<file path="src/bp_pkg.sv">
/*
 * Shared definitions for the fetch-side branch predictor.
 * Address field widths, the instruction address union and the
 * direction counter start values. Files refer to them by scoped name.
 */

package bp_pkg;

	// Word-aligned 32-bit instruction address split
	localparam int TAG_W    = 27;
	localparam int INDEX_W  = 3;
	localparam int OFFSET_W = 2;

	// Sets in the target cache
	localparam int NUM_SETS = 1 << INDEX_W;

	// Counter value given to a freshly allocated entry
	localparam logic [1:0] CNT_WEAK_TAKEN = 2'd2;
	localparam logic [1:0] CNT_WEAK_NOT   = 2'd1;

	// Instruction address, as a raw word or as cache fields
	typedef union packed {
		logic [31:0] raw;
		struct packed {
			logic [TAG_W-1:0]    tag;
			logic [INDEX_W-1:0]  index;
			logic [OFFSET_W-1:0] offset;
		} f;
	} fetch_addr_u;

endpackage

</file>
<file path="src/branch_predict_top.sv">
/*
 * Branch prediction subsystem top level.
 * Execute trains the target cache through the update queue; fetch
 * searches it and gets the predicted next address one cycle later.
 */

`timescale 1ns/1ps

module branch_predict_top #(
	parameter int LRU_TIMER_N = 8,
	parameter int QUEUE_DEPTH = 4
) (
	input  logic        iCLOCK,
	input  logic        inRESET,
	input  logic        flush,
	input  logic        update_valid,
	input  logic [31:0] update_inst_addr,
	input  logic [31:0] update_target,
	input  logic        update_taken,
	output logic        update_ready,
	input  logic        search_stb,
	input  logic [31:0] search_addr,
	output logic        pred_valid,
	output logic        pred_hit,
	output logic        pred_taken,
	output logic [31:0] pred_next_addr
);

	// Queue to cache
	logic        wr_stb;
	logic [31:0] wr_inst_addr;
	logic [31:0] wr_target;
	logic        wr_taken;

	// Cache to selector
	logic        hit_q;
	logic        taken_q;
	logic [31:0] target_q;

	branch_update_queue #(
		.QUEUE_DEPTH (QUEUE_DEPTH)
	) u_queue (
		.iCLOCK           (iCLOCK),
		.inRESET          (inRESET),
		.flush            (flush),
		.update_valid     (update_valid),
		.update_inst_addr (update_inst_addr),
		.update_target    (update_target),
		.update_taken     (update_taken),
		.update_ready     (update_ready),
		.wr_stb           (wr_stb),
		.wr_inst_addr     (wr_inst_addr),
		.wr_target        (wr_target),
		.wr_taken         (wr_taken)
	);

	branch_target_cache #(
		.LRU_TIMER_N (LRU_TIMER_N)
	) u_cache (
		.iCLOCK       (iCLOCK),
		.inRESET      (inRESET),
		.flush        (flush),
		.wr_stb       (wr_stb),
		.wr_inst_addr (wr_inst_addr),
		.wr_target    (wr_target),
		.wr_taken     (wr_taken),
		.search_stb   (search_stb),
		.search_addr  (search_addr),
		.hit_q        (hit_q),
		.taken_q      (taken_q),
		.target_q     (target_q)
	);

	next_fetch_select u_select (
		.iCLOCK         (iCLOCK),
		.inRESET        (inRESET),
		.search_stb     (search_stb),
		.search_addr    (search_addr),
		.hit_q          (hit_q),
		.taken_q        (taken_q),
		.target_q       (target_q),
		.pred_valid     (pred_valid),
		.pred_hit       (pred_hit),
		.pred_taken     (pred_taken),
		.pred_next_addr (pred_next_addr)
	);

endmodule

</file>
<file path="src/branch_target_cache.sv">
/*
 * Two-way, eight-set branch target cache.
 * Trained by the update queue strobe, searched by fetch; the search
 * result comes out registered one cycle later. Each way keeps a tag,
 * a 2-bit direction counter, a target and a 2-bit LRU rank (0 = invalid).
 */

`timescale 1ns/1ps

module branch_target_cache #(
	parameter int LRU_TIMER_N = 8
) (
	input  logic        iCLOCK,
	input  logic        inRESET,
	input  logic        flush,
	input  logic        wr_stb,
	input  logic [31:0] wr_inst_addr,
	input  logic [31:0] wr_target,
	input  logic        wr_taken,
	input  logic        search_stb,
	input  logic [31:0] search_addr,
	output logic        hit_q,
	output logic        taken_q,
	output logic [31:0] target_q
);

	localparam int TAG_W    = bp_pkg::TAG_W;
	localparam int INDEX_W  = bp_pkg::INDEX_W;
	localparam int NUM_SETS = bp_pkg::NUM_SETS;

	// Per-way storage, first index is the way
	logic [TAG_W-1:0] tag_mem    [2][NUM_SETS];
	logic [1:0]       cnt_mem    [2][NUM_SETS];
	logic [31:0]      target_mem [2][NUM_SETS];
	logic [1:0]       rank_mem   [2][NUM_SETS];

	logic [LRU_TIMER_N-1:0] lru_timer;
	logic                   age;

	bp_pkg::fetch_addr_u wr_a;
	bp_pkg::fetch_addr_u sr_a;
	logic [INDEX_W-1:0]  widx;
	logic [INDEX_W-1:0]  sidx;

	logic       wr_hit0;
	logic       wr_hit1;
	logic       wr_match;
	logic       wr_way;
	logic [1:0] wr_cnt;
	logic       s_hit0;
	logic       s_hit1;
	logic       s_hit;
	logic       s_way;
	logic       same_set;

	// Saturating direction counter step
	function automatic logic [1:0] cnt_step(input logic taken, input logic [1:0] cnt);
		if (taken)
			return (cnt == 2'd3) ? cnt : cnt + 2'd1;
		else
			return (cnt == 2'd0) ? cnt : cnt - 2'd1;
	endfunction

	// Invalid way first, then lower rank, way 0 on a tie
	function automatic logic pick_victim(input logic [1:0] rank0, input logic [1:0] rank1);
		if (rank0 == 2'd0)
			return 1'b0;
		else if (rank1 == 2'd0)
			return 1'b1;
		else
			return (rank0 <= rank1) ? 1'b0 : 1'b1;
	endfunction

	assign wr_a.raw = wr_inst_addr;
	assign sr_a.raw = search_addr;
	assign widx     = wr_a.f.index;
	assign sidx     = sr_a.f.index;

	// Write side lookup
	assign wr_hit0  = (rank_mem[0][widx] != 2'd0) && (tag_mem[0][widx] == wr_a.f.tag);
	assign wr_hit1  = (rank_mem[1][widx] != 2'd0) && (tag_mem[1][widx] == wr_a.f.tag);
	assign wr_match = wr_hit0 || wr_hit1;

	always_comb begin
		if (wr_hit0)
			wr_way = 1'b0;
		else if (wr_hit1)
			wr_way = 1'b1;
		else
			wr_way = pick_victim(rank_mem[0][widx], rank_mem[1][widx]);
		if (wr_match)
			wr_cnt = cnt_step(wr_taken, cnt_mem[wr_way][widx]);
		else
			wr_cnt = wr_taken ? bp_pkg::CNT_WEAK_TAKEN : bp_pkg::CNT_WEAK_NOT;
	end

	// Search side lookup, way 0 checked first
	assign s_hit0   = (rank_mem[0][sidx] != 2'd0) && (tag_mem[0][sidx] == sr_a.f.tag);
	assign s_hit1   = (rank_mem[1][sidx] != 2'd0) && (tag_mem[1][sidx] == sr_a.f.tag);
	assign s_hit    = s_hit0 || s_hit1;
	assign s_way    = !s_hit0;
	assign same_set = wr_stb && (widx == sidx);

	assign age = &lru_timer;

	// Ranks and aging timer
	always_ff @(posedge iCLOCK or negedge inRESET) begin
		if (!inRESET) begin
			lru_timer <= '0;
			for (int w = 0; w < 2; w++)
				for (int s = 0; s < NUM_SETS; s++)
					rank_mem[w][s] <= 2'd0;
		end else if (flush) begin
			lru_timer <= '0;
			for (int w = 0; w < 2; w++)
				for (int s = 0; s < NUM_SETS; s++)
					rank_mem[w][s] <= 2'd0;
		end else begin
			lru_timer <= lru_timer + 1'b1;
			for (int w = 0; w < 2; w++) begin
				for (int s = 0; s < NUM_SETS; s++) begin
					if (wr_stb && s == int'(widx) && w == int'(wr_way)) begin
						rank_mem[w][s] <= 2'd3;
					end else if (search_stb && s_hit && !same_set &&
							s == int'(sidx) && w == int'(s_way)) begin
						// Rank 3 holds, 1 and 2 move up
						if (rank_mem[w][s] == 2'd1 || rank_mem[w][s] == 2'd2)
							rank_mem[w][s] <= rank_mem[w][s] + 2'd1;
					end else if (age && rank_mem[w][s] >= 2'd2) begin
						rank_mem[w][s] <= rank_mem[w][s] - 2'd1;
					end
				end
			end
		end
	end

	// Entry payload
	always_ff @(posedge iCLOCK) begin
		if (wr_stb) begin
			tag_mem[wr_way][widx]    <= wr_a.f.tag;
			cnt_mem[wr_way][widx]    <= wr_cnt;
			target_mem[wr_way][widx] <= wr_target;
		end
	end

	// Registered search result
	always_ff @(posedge iCLOCK or negedge inRESET) begin
		if (!inRESET)
			hit_q <= 1'b0;
		else
			hit_q <= search_stb && s_hit;
	end

	always_ff @(posedge iCLOCK) begin
		if (search_stb) begin
			taken_q  <= cnt_mem[s_way][sidx][1];
			target_q <= target_mem[s_way][sidx];
		end
	end

	// The two ways of a set never hold the same valid tag
	for (genvar s = 0; s < NUM_SETS; s++) begin : g_dup_chk
		a_no_dup_tag: assert property (@(posedge iCLOCK) disable iff (!inRESET)
			!(rank_mem[0][s] != 2'd0 && rank_mem[1][s] != 2'd0 &&
			tag_mem[0][s] == tag_mem[1][s]));
	end

endmodule

</file>
<file path="src/branch_update_queue.sv">
/*
 * Update queue between execute and the branch target cache.
 * Resolved branches are pushed on the valid/ready handshake and the
 * head entry is offered to the cache as a write strobe, one per cycle.
 */

`timescale 1ns/1ps

module branch_update_queue #(
	parameter int QUEUE_DEPTH = 4
) (
	input  logic        iCLOCK,
	input  logic        inRESET,
	input  logic        flush,
	input  logic        update_valid,
	input  logic [31:0] update_inst_addr,
	input  logic [31:0] update_target,
	input  logic        update_taken,
	output logic        update_ready,
	output logic        wr_stb,
	output logic [31:0] wr_inst_addr,
	output logic [31:0] wr_target,
	output logic        wr_taken
);

	localparam int PTR_W = (QUEUE_DEPTH > 1) ? $clog2(QUEUE_DEPTH) : 1;
	localparam int CNT_W = $clog2(QUEUE_DEPTH + 1);

	// Entry storage
	bp_pkg::fetch_addr_u addr_mem [QUEUE_DEPTH];
	logic [31:0]         target_mem [QUEUE_DEPTH];
	logic                taken_mem [QUEUE_DEPTH];

	logic [PTR_W-1:0] wr_ptr;
	logic [PTR_W-1:0] rd_ptr;
	logic [CNT_W-1:0] count;
	logic [CNT_W-1:0] count_next;
	logic             ready_q;
	logic             push;
	logic             pop;

	assign push = update_valid && ready_q;
	// Cache takes the head every cycle it is offered
	assign pop  = (count != '0);

	always_comb begin
		count_next = count;
		case ({push, pop})
			2'b10:   count_next = count + 1'b1;
			2'b01:   count_next = count - 1'b1;
			default: count_next = count;
		endcase
	end

	always_ff @(posedge iCLOCK or negedge inRESET) begin
		if (!inRESET) begin
			wr_ptr  <= '0;
			rd_ptr  <= '0;
			count   <= '0;
			ready_q <= 1'b0;
		end else if (flush) begin
			wr_ptr  <= '0;
			rd_ptr  <= '0;
			count   <= '0;
			ready_q <= 1'b1;
		end else begin
			if (push)
				wr_ptr <= (wr_ptr == PTR_W'(QUEUE_DEPTH - 1)) ? '0 : wr_ptr + 1'b1;
			if (pop)
				rd_ptr <= (rd_ptr == PTR_W'(QUEUE_DEPTH - 1)) ? '0 : rd_ptr + 1'b1;
			count   <= count_next;
			// Ready for the next cycle only with a free slot
			ready_q <= (count_next < CNT_W'(QUEUE_DEPTH));
		end
	end

	always_ff @(posedge iCLOCK) begin
		if (push) begin
			addr_mem[wr_ptr].raw <= update_inst_addr;
			target_mem[wr_ptr]   <= update_target;
			taken_mem[wr_ptr]    <= update_taken;
		end
	end

	assign update_ready = ready_q;
	assign wr_stb       = pop;
	assign wr_inst_addr = addr_mem[rd_ptr].raw;
	assign wr_target    = target_mem[rd_ptr];
	assign wr_taken     = taken_mem[rd_ptr];

	// Occupancy stays within the buffer
	a_count_bound: assert property (@(posedge iCLOCK) disable iff (!inRESET)
		count <= CNT_W'(QUEUE_DEPTH));

endmodule

</file>
<file path="src/next_fetch_select.sv">
/*
 * Next fetch address selection.
 * Holds the search address for one cycle so it lines up with the
 * registered cache result, then picks the target or the next word.
 */

`timescale 1ns/1ps

module next_fetch_select (
	input  logic        iCLOCK,
	input  logic        inRESET,
	input  logic        search_stb,
	input  logic [31:0] search_addr,
	input  logic        hit_q,
	input  logic        taken_q,
	input  logic [31:0] target_q,
	output logic        pred_valid,
	output logic        pred_hit,
	output logic        pred_taken,
	output logic [31:0] pred_next_addr
);

	logic                stb_q;
	logic [31:0]         addr_q;
	bp_pkg::fetch_addr_u seq_addr;

	always_ff @(posedge iCLOCK or negedge inRESET) begin
		if (!inRESET)
			stb_q <= 1'b0;
		else
			stb_q <= search_stb;
	end

	always_ff @(posedge iCLOCK) begin
		if (search_stb)
			addr_q <= search_addr;
	end

	// Sequential fetch, word aligned
	always_comb begin
		seq_addr.raw      = addr_q + 32'd4;
		seq_addr.f.offset = '0;
	end

	assign pred_valid     = stb_q;
	assign pred_hit       = hit_q;
	assign pred_taken     = hit_q && taken_q;
	assign pred_next_addr = (hit_q && taken_q) ? target_q : seq_addr.raw;

	// Cache result only ever comes with a search
	a_hit_needs_valid: assert property (@(posedge iCLOCK) disable iff (!inRESET)
		pred_hit |-> pred_valid);

endmodule

</file>
<file path="config.mk">
export PLATFORM = sky130hd
export DESIGN_NAME = branch_predict_top
export DESIGN_NICKNAME = d
export VERILOG_FILES = /design/src/bp_pkg.sv /design/src/branch_predict_top.sv /design/src/branch_target_cache.sv /design/src/branch_update_queue.sv /design/src/next_fetch_select.sv
export SDC_FILE = /design/constraint.sdc
export NUM_CORES = 2
export LEC_CHECK = 0
export BUFFER_PORTS_ARGS = -buffer_cell sky130_fd_sc_hd__buf_2
export CAP_MARGIN = 25
export CORE_ASPECT_RATIO = 1.5
export CORE_MARGIN = 2
export CORE_UTILIZATION = 36
export CTS_CLUSTER_SIZE = 8
export DETAILED_ROUTE_END_ITERATION = 10
export PLACE_DENSITY = 0.57
export RECOVER_POWER = 50
export REMOVE_ABC_BUFFERS = 1
export SYNTH_ARGS = -nofsm -noshare
export SYNTH_HDL_FRONTEND = slang
export SYNTH_HIERARCHICAL = 1
export SYNTH_SLANG_ARGS = --single-unit
</file>
<file path="constraint.sdc">
create_clock -name iCLOCK -period 10.1 [get_ports iCLOCK]
set_input_delay 1.01 -clock iCLOCK [delete_from_list [all_inputs] [get_ports iCLOCK]]
set_output_delay 1.01 -clock iCLOCK [all_outputs]
set_load 0.005 [all_outputs]
</file>
==> metrics.md <==
| Metric | Value |
|---|---|
| Hold Vio Cnt, Final | 0 |
| Final Total Pwr | approximately 16 mW |
| CP Cell Sequence | mux4_4, and2_1, a221oi_1, xnor2_1, nand4_1, or4_1, nor4_2, a21o_4, nand3_1, inv_4, buf_4 |
| Initial drt markers | approximately 2700 |
| Synth warnings | 6 |
| Inserted Clock Buffers | 186 |
| Post-DR wirelength/cell | about 30 um |
| Leak | approximately 21 nW |
| Max-slew violations | around 530 |
| First-pass GRT wire length | ~220000 um |
| Avg Cell Area, Syn | 19.9 um2 |
| Worst rel slew slack | -164% |
| Cells after Synth | around 2900 |
| CTS Hold Bufs | 0 |
| Pwr Density | between 200 and 300 nW/um2 |
| Post-Place Worst Slack | approximately 2.5 ns |
| TNS Setup | 0 ns |
| I/O Buffers | around 130 |
| Tot GR Track Use | 19.2% |
| Final ANT Viol Nets | 0 |
| Vias in the first global route | 31200 |
| Postcts setup bufs | 0 |
| Largest net degree at the start of global routing | around 100 |
| Resized Gates After CTS | 0 |
| Total Wirelength | 156000 um |
| Vias | 29700 |
| Crit path kind | register to register |
| Layout Nets | about 3200 |
| Hold Path Class | register to register |
| Worst setup path endpoint | u_cache/tag_mem[0][212] |
| DRC Markers | 0 |
| Die Area | roughly 160000 um2 |
| Area Overhead vs Synth | 13.9% |
| Synthesized area | around 57000 um2 |
| Maxcap violations | 14 |
| CP bufs+invs | 2 |
| Crit start category | register |
| Layout cells sized above 1 | 24.5% |
| RePlAce Congestion | about 0.9 |
| I/O pin count | 138 |
| Status | finished with violations |
| Worst-case reg-to-reg path depth | 11 |
| CP Depth | 11 |
| Post-layout util | approximately two fifths |
| Largest stage delay, worst path | roughly 1.3 ns |
| Initial Utilization | 36.2% |
| CTS tree | built |
| Crit path time final | between 8 and 9 ns |
| DR pass1 iterations | 5 |
| Layout fillers | roughly 14000 |
| Failing checks | capacitance limit, slew limit |
| Clock root buffer | clkbuf_16 |
| Maximum vdd ir drop | ~0.17 mV |
| Row count | about 180 |
| Die Ht | approximately 490 um |
| Hold Slack | roughly 0.48 ns |
| Worst-margin pin slew | 3.97 ns |
| Initial antenna violation count | 5 |
| Core area | between 150000 and 200000 um2 |
| Clock Tree Buf Depth | 3 |
| Placed Instances | between 5000 and 6000 |
| Die extent in x | between 300 and 400 um |
| CP required | between 10 and 15 ns |
| R2R Setup Slk | 1.94 ns |
| Arrival time worst endpoint | between 8 and 9 ns |
| Clk_lat worst skew | slightly below 0.8 ns |
| Fmax | 0.123 GHz |
| Final instance area | roughly 65000 um2 |
| DPL Wire Length | ~95000 um |
| Reg2reg end | u_cache/tag_mem[0][212] |
| Critical path origin | u_queue/rd_ptr[0] |
| Vias/cell | about 5.7 |
| Post-Place Cell Area | around 60000 um2 |
| # H-tree levels | 4 |
| RSZ-0062 raised after global routing | no |
| Gr ovfl total | 0 |
| RR Startpoint | u_queue/rd_ptr[0] |
| Largest delay share family, worst path | simple AND/OR/NAND/NOR gates |
| CP Max Fanout | 55 |
| CTS sink count | 1341 |
| Clock-pin slew on the worst setup and hold paths | approximately 0.050 ns |
| CP Capture Type | register |
| Final setup viols | 0 |
| Slowest cell on the critical path | dfrtp_1 |
| Cell Count, Final, Fillers Out | 5233 |
| Setup WS post-layout | 1.94 ns |
| Tcrit/Tclk final | between 80% and 90% |
| Clock skew | about 0.041 ns |
[area by class of cell]
type	count	area, um2	area share (%)
Sequential cell	1341	40000	61.5
Multi-Input combinational cell	1342	16200	24.8
Clock buffer	206	4750	7.30
Tap cell	2081	2600	4.00
Timing Repair Buffer	198	1160	1.78
Clock inverter	17	215	0.330
Inverter	46	215	0.330
Antenna cell	2	5.00	0.00769
[power breakdown]
group	internal, mW	switching (mW)	leakage, nW
registers	7.20	0.186	12.4
clock network	3.27	2.23	2.43
logic	1.17	2.36	5.87
total	11.6	4.77	20.7
[how the worst min path moves through the flow]
stage / cells after the start / to / slack (ns) / start
2_1_floorplan: 1 / u_cache/lru_timer[0] / 0.44 / u_cache/lru_timer[0]
3_3_place_gp: 1 / u_cache/lru_timer[0] / 0.46 / u_cache/lru_timer[0]
3_5_place_dp: 1 / u_cache/lru_timer[0] / 0.48 / u_cache/lru_timer[0]
4_1_cts: 2 / u_cache/lru_timer[7] / 0.35 / inRESET
5_1_grt: 1 / u_queue/target_mem[3][11] / 0.48 / update_target[11]
6_report: 1 / u_cache/lru_timer[0] / 0.48 / u_cache/lru_timer[0]
[flip-flops by register name (all words and copies together), names as in the netlist, 2 cells and up]
signal and flops:
u_cache/cnt_mem 32, u_select/addr_q 30, u_cache/lru_timer 8, u_queue/rd_ptr 2, u_queue/count 3, u_cache/rank_mem 32
u_queue/target_mem 128, u_cache/tag_mem 432, u_queue/addr_mem 120, u_cache/target_mem 512, u_cache/target_q 32, u_queue/wr_ptr 2
u_queue/taken_mem 4
[layout by cell type, fill, tap and decap left out, drive strengths merged, types with 28 or more instances in the layout]
cell type	instances
dfrtp	50
a22oi	28
a21oi	51
mux2i	177
xor2	59
mux4	405
xnor2	86
edfxtp	1291
nor2	66
clkbuf	311
nand2	79
inv	53
ha	29
buf	93
nand3	43
o21ai	58
mux2	30
[layer usage]
metal  track usage (%)  wire length [um]  vias to the layer above
li1                  -                 -                    12400
met1              24.6             62300                    16100
met2              32.7             78900                     1007
met3              3.26              8740                      263
met4              7.37              5950                        6
met5                 0                41                        -
Note: power is estimated with default switching activity, not from simulation.
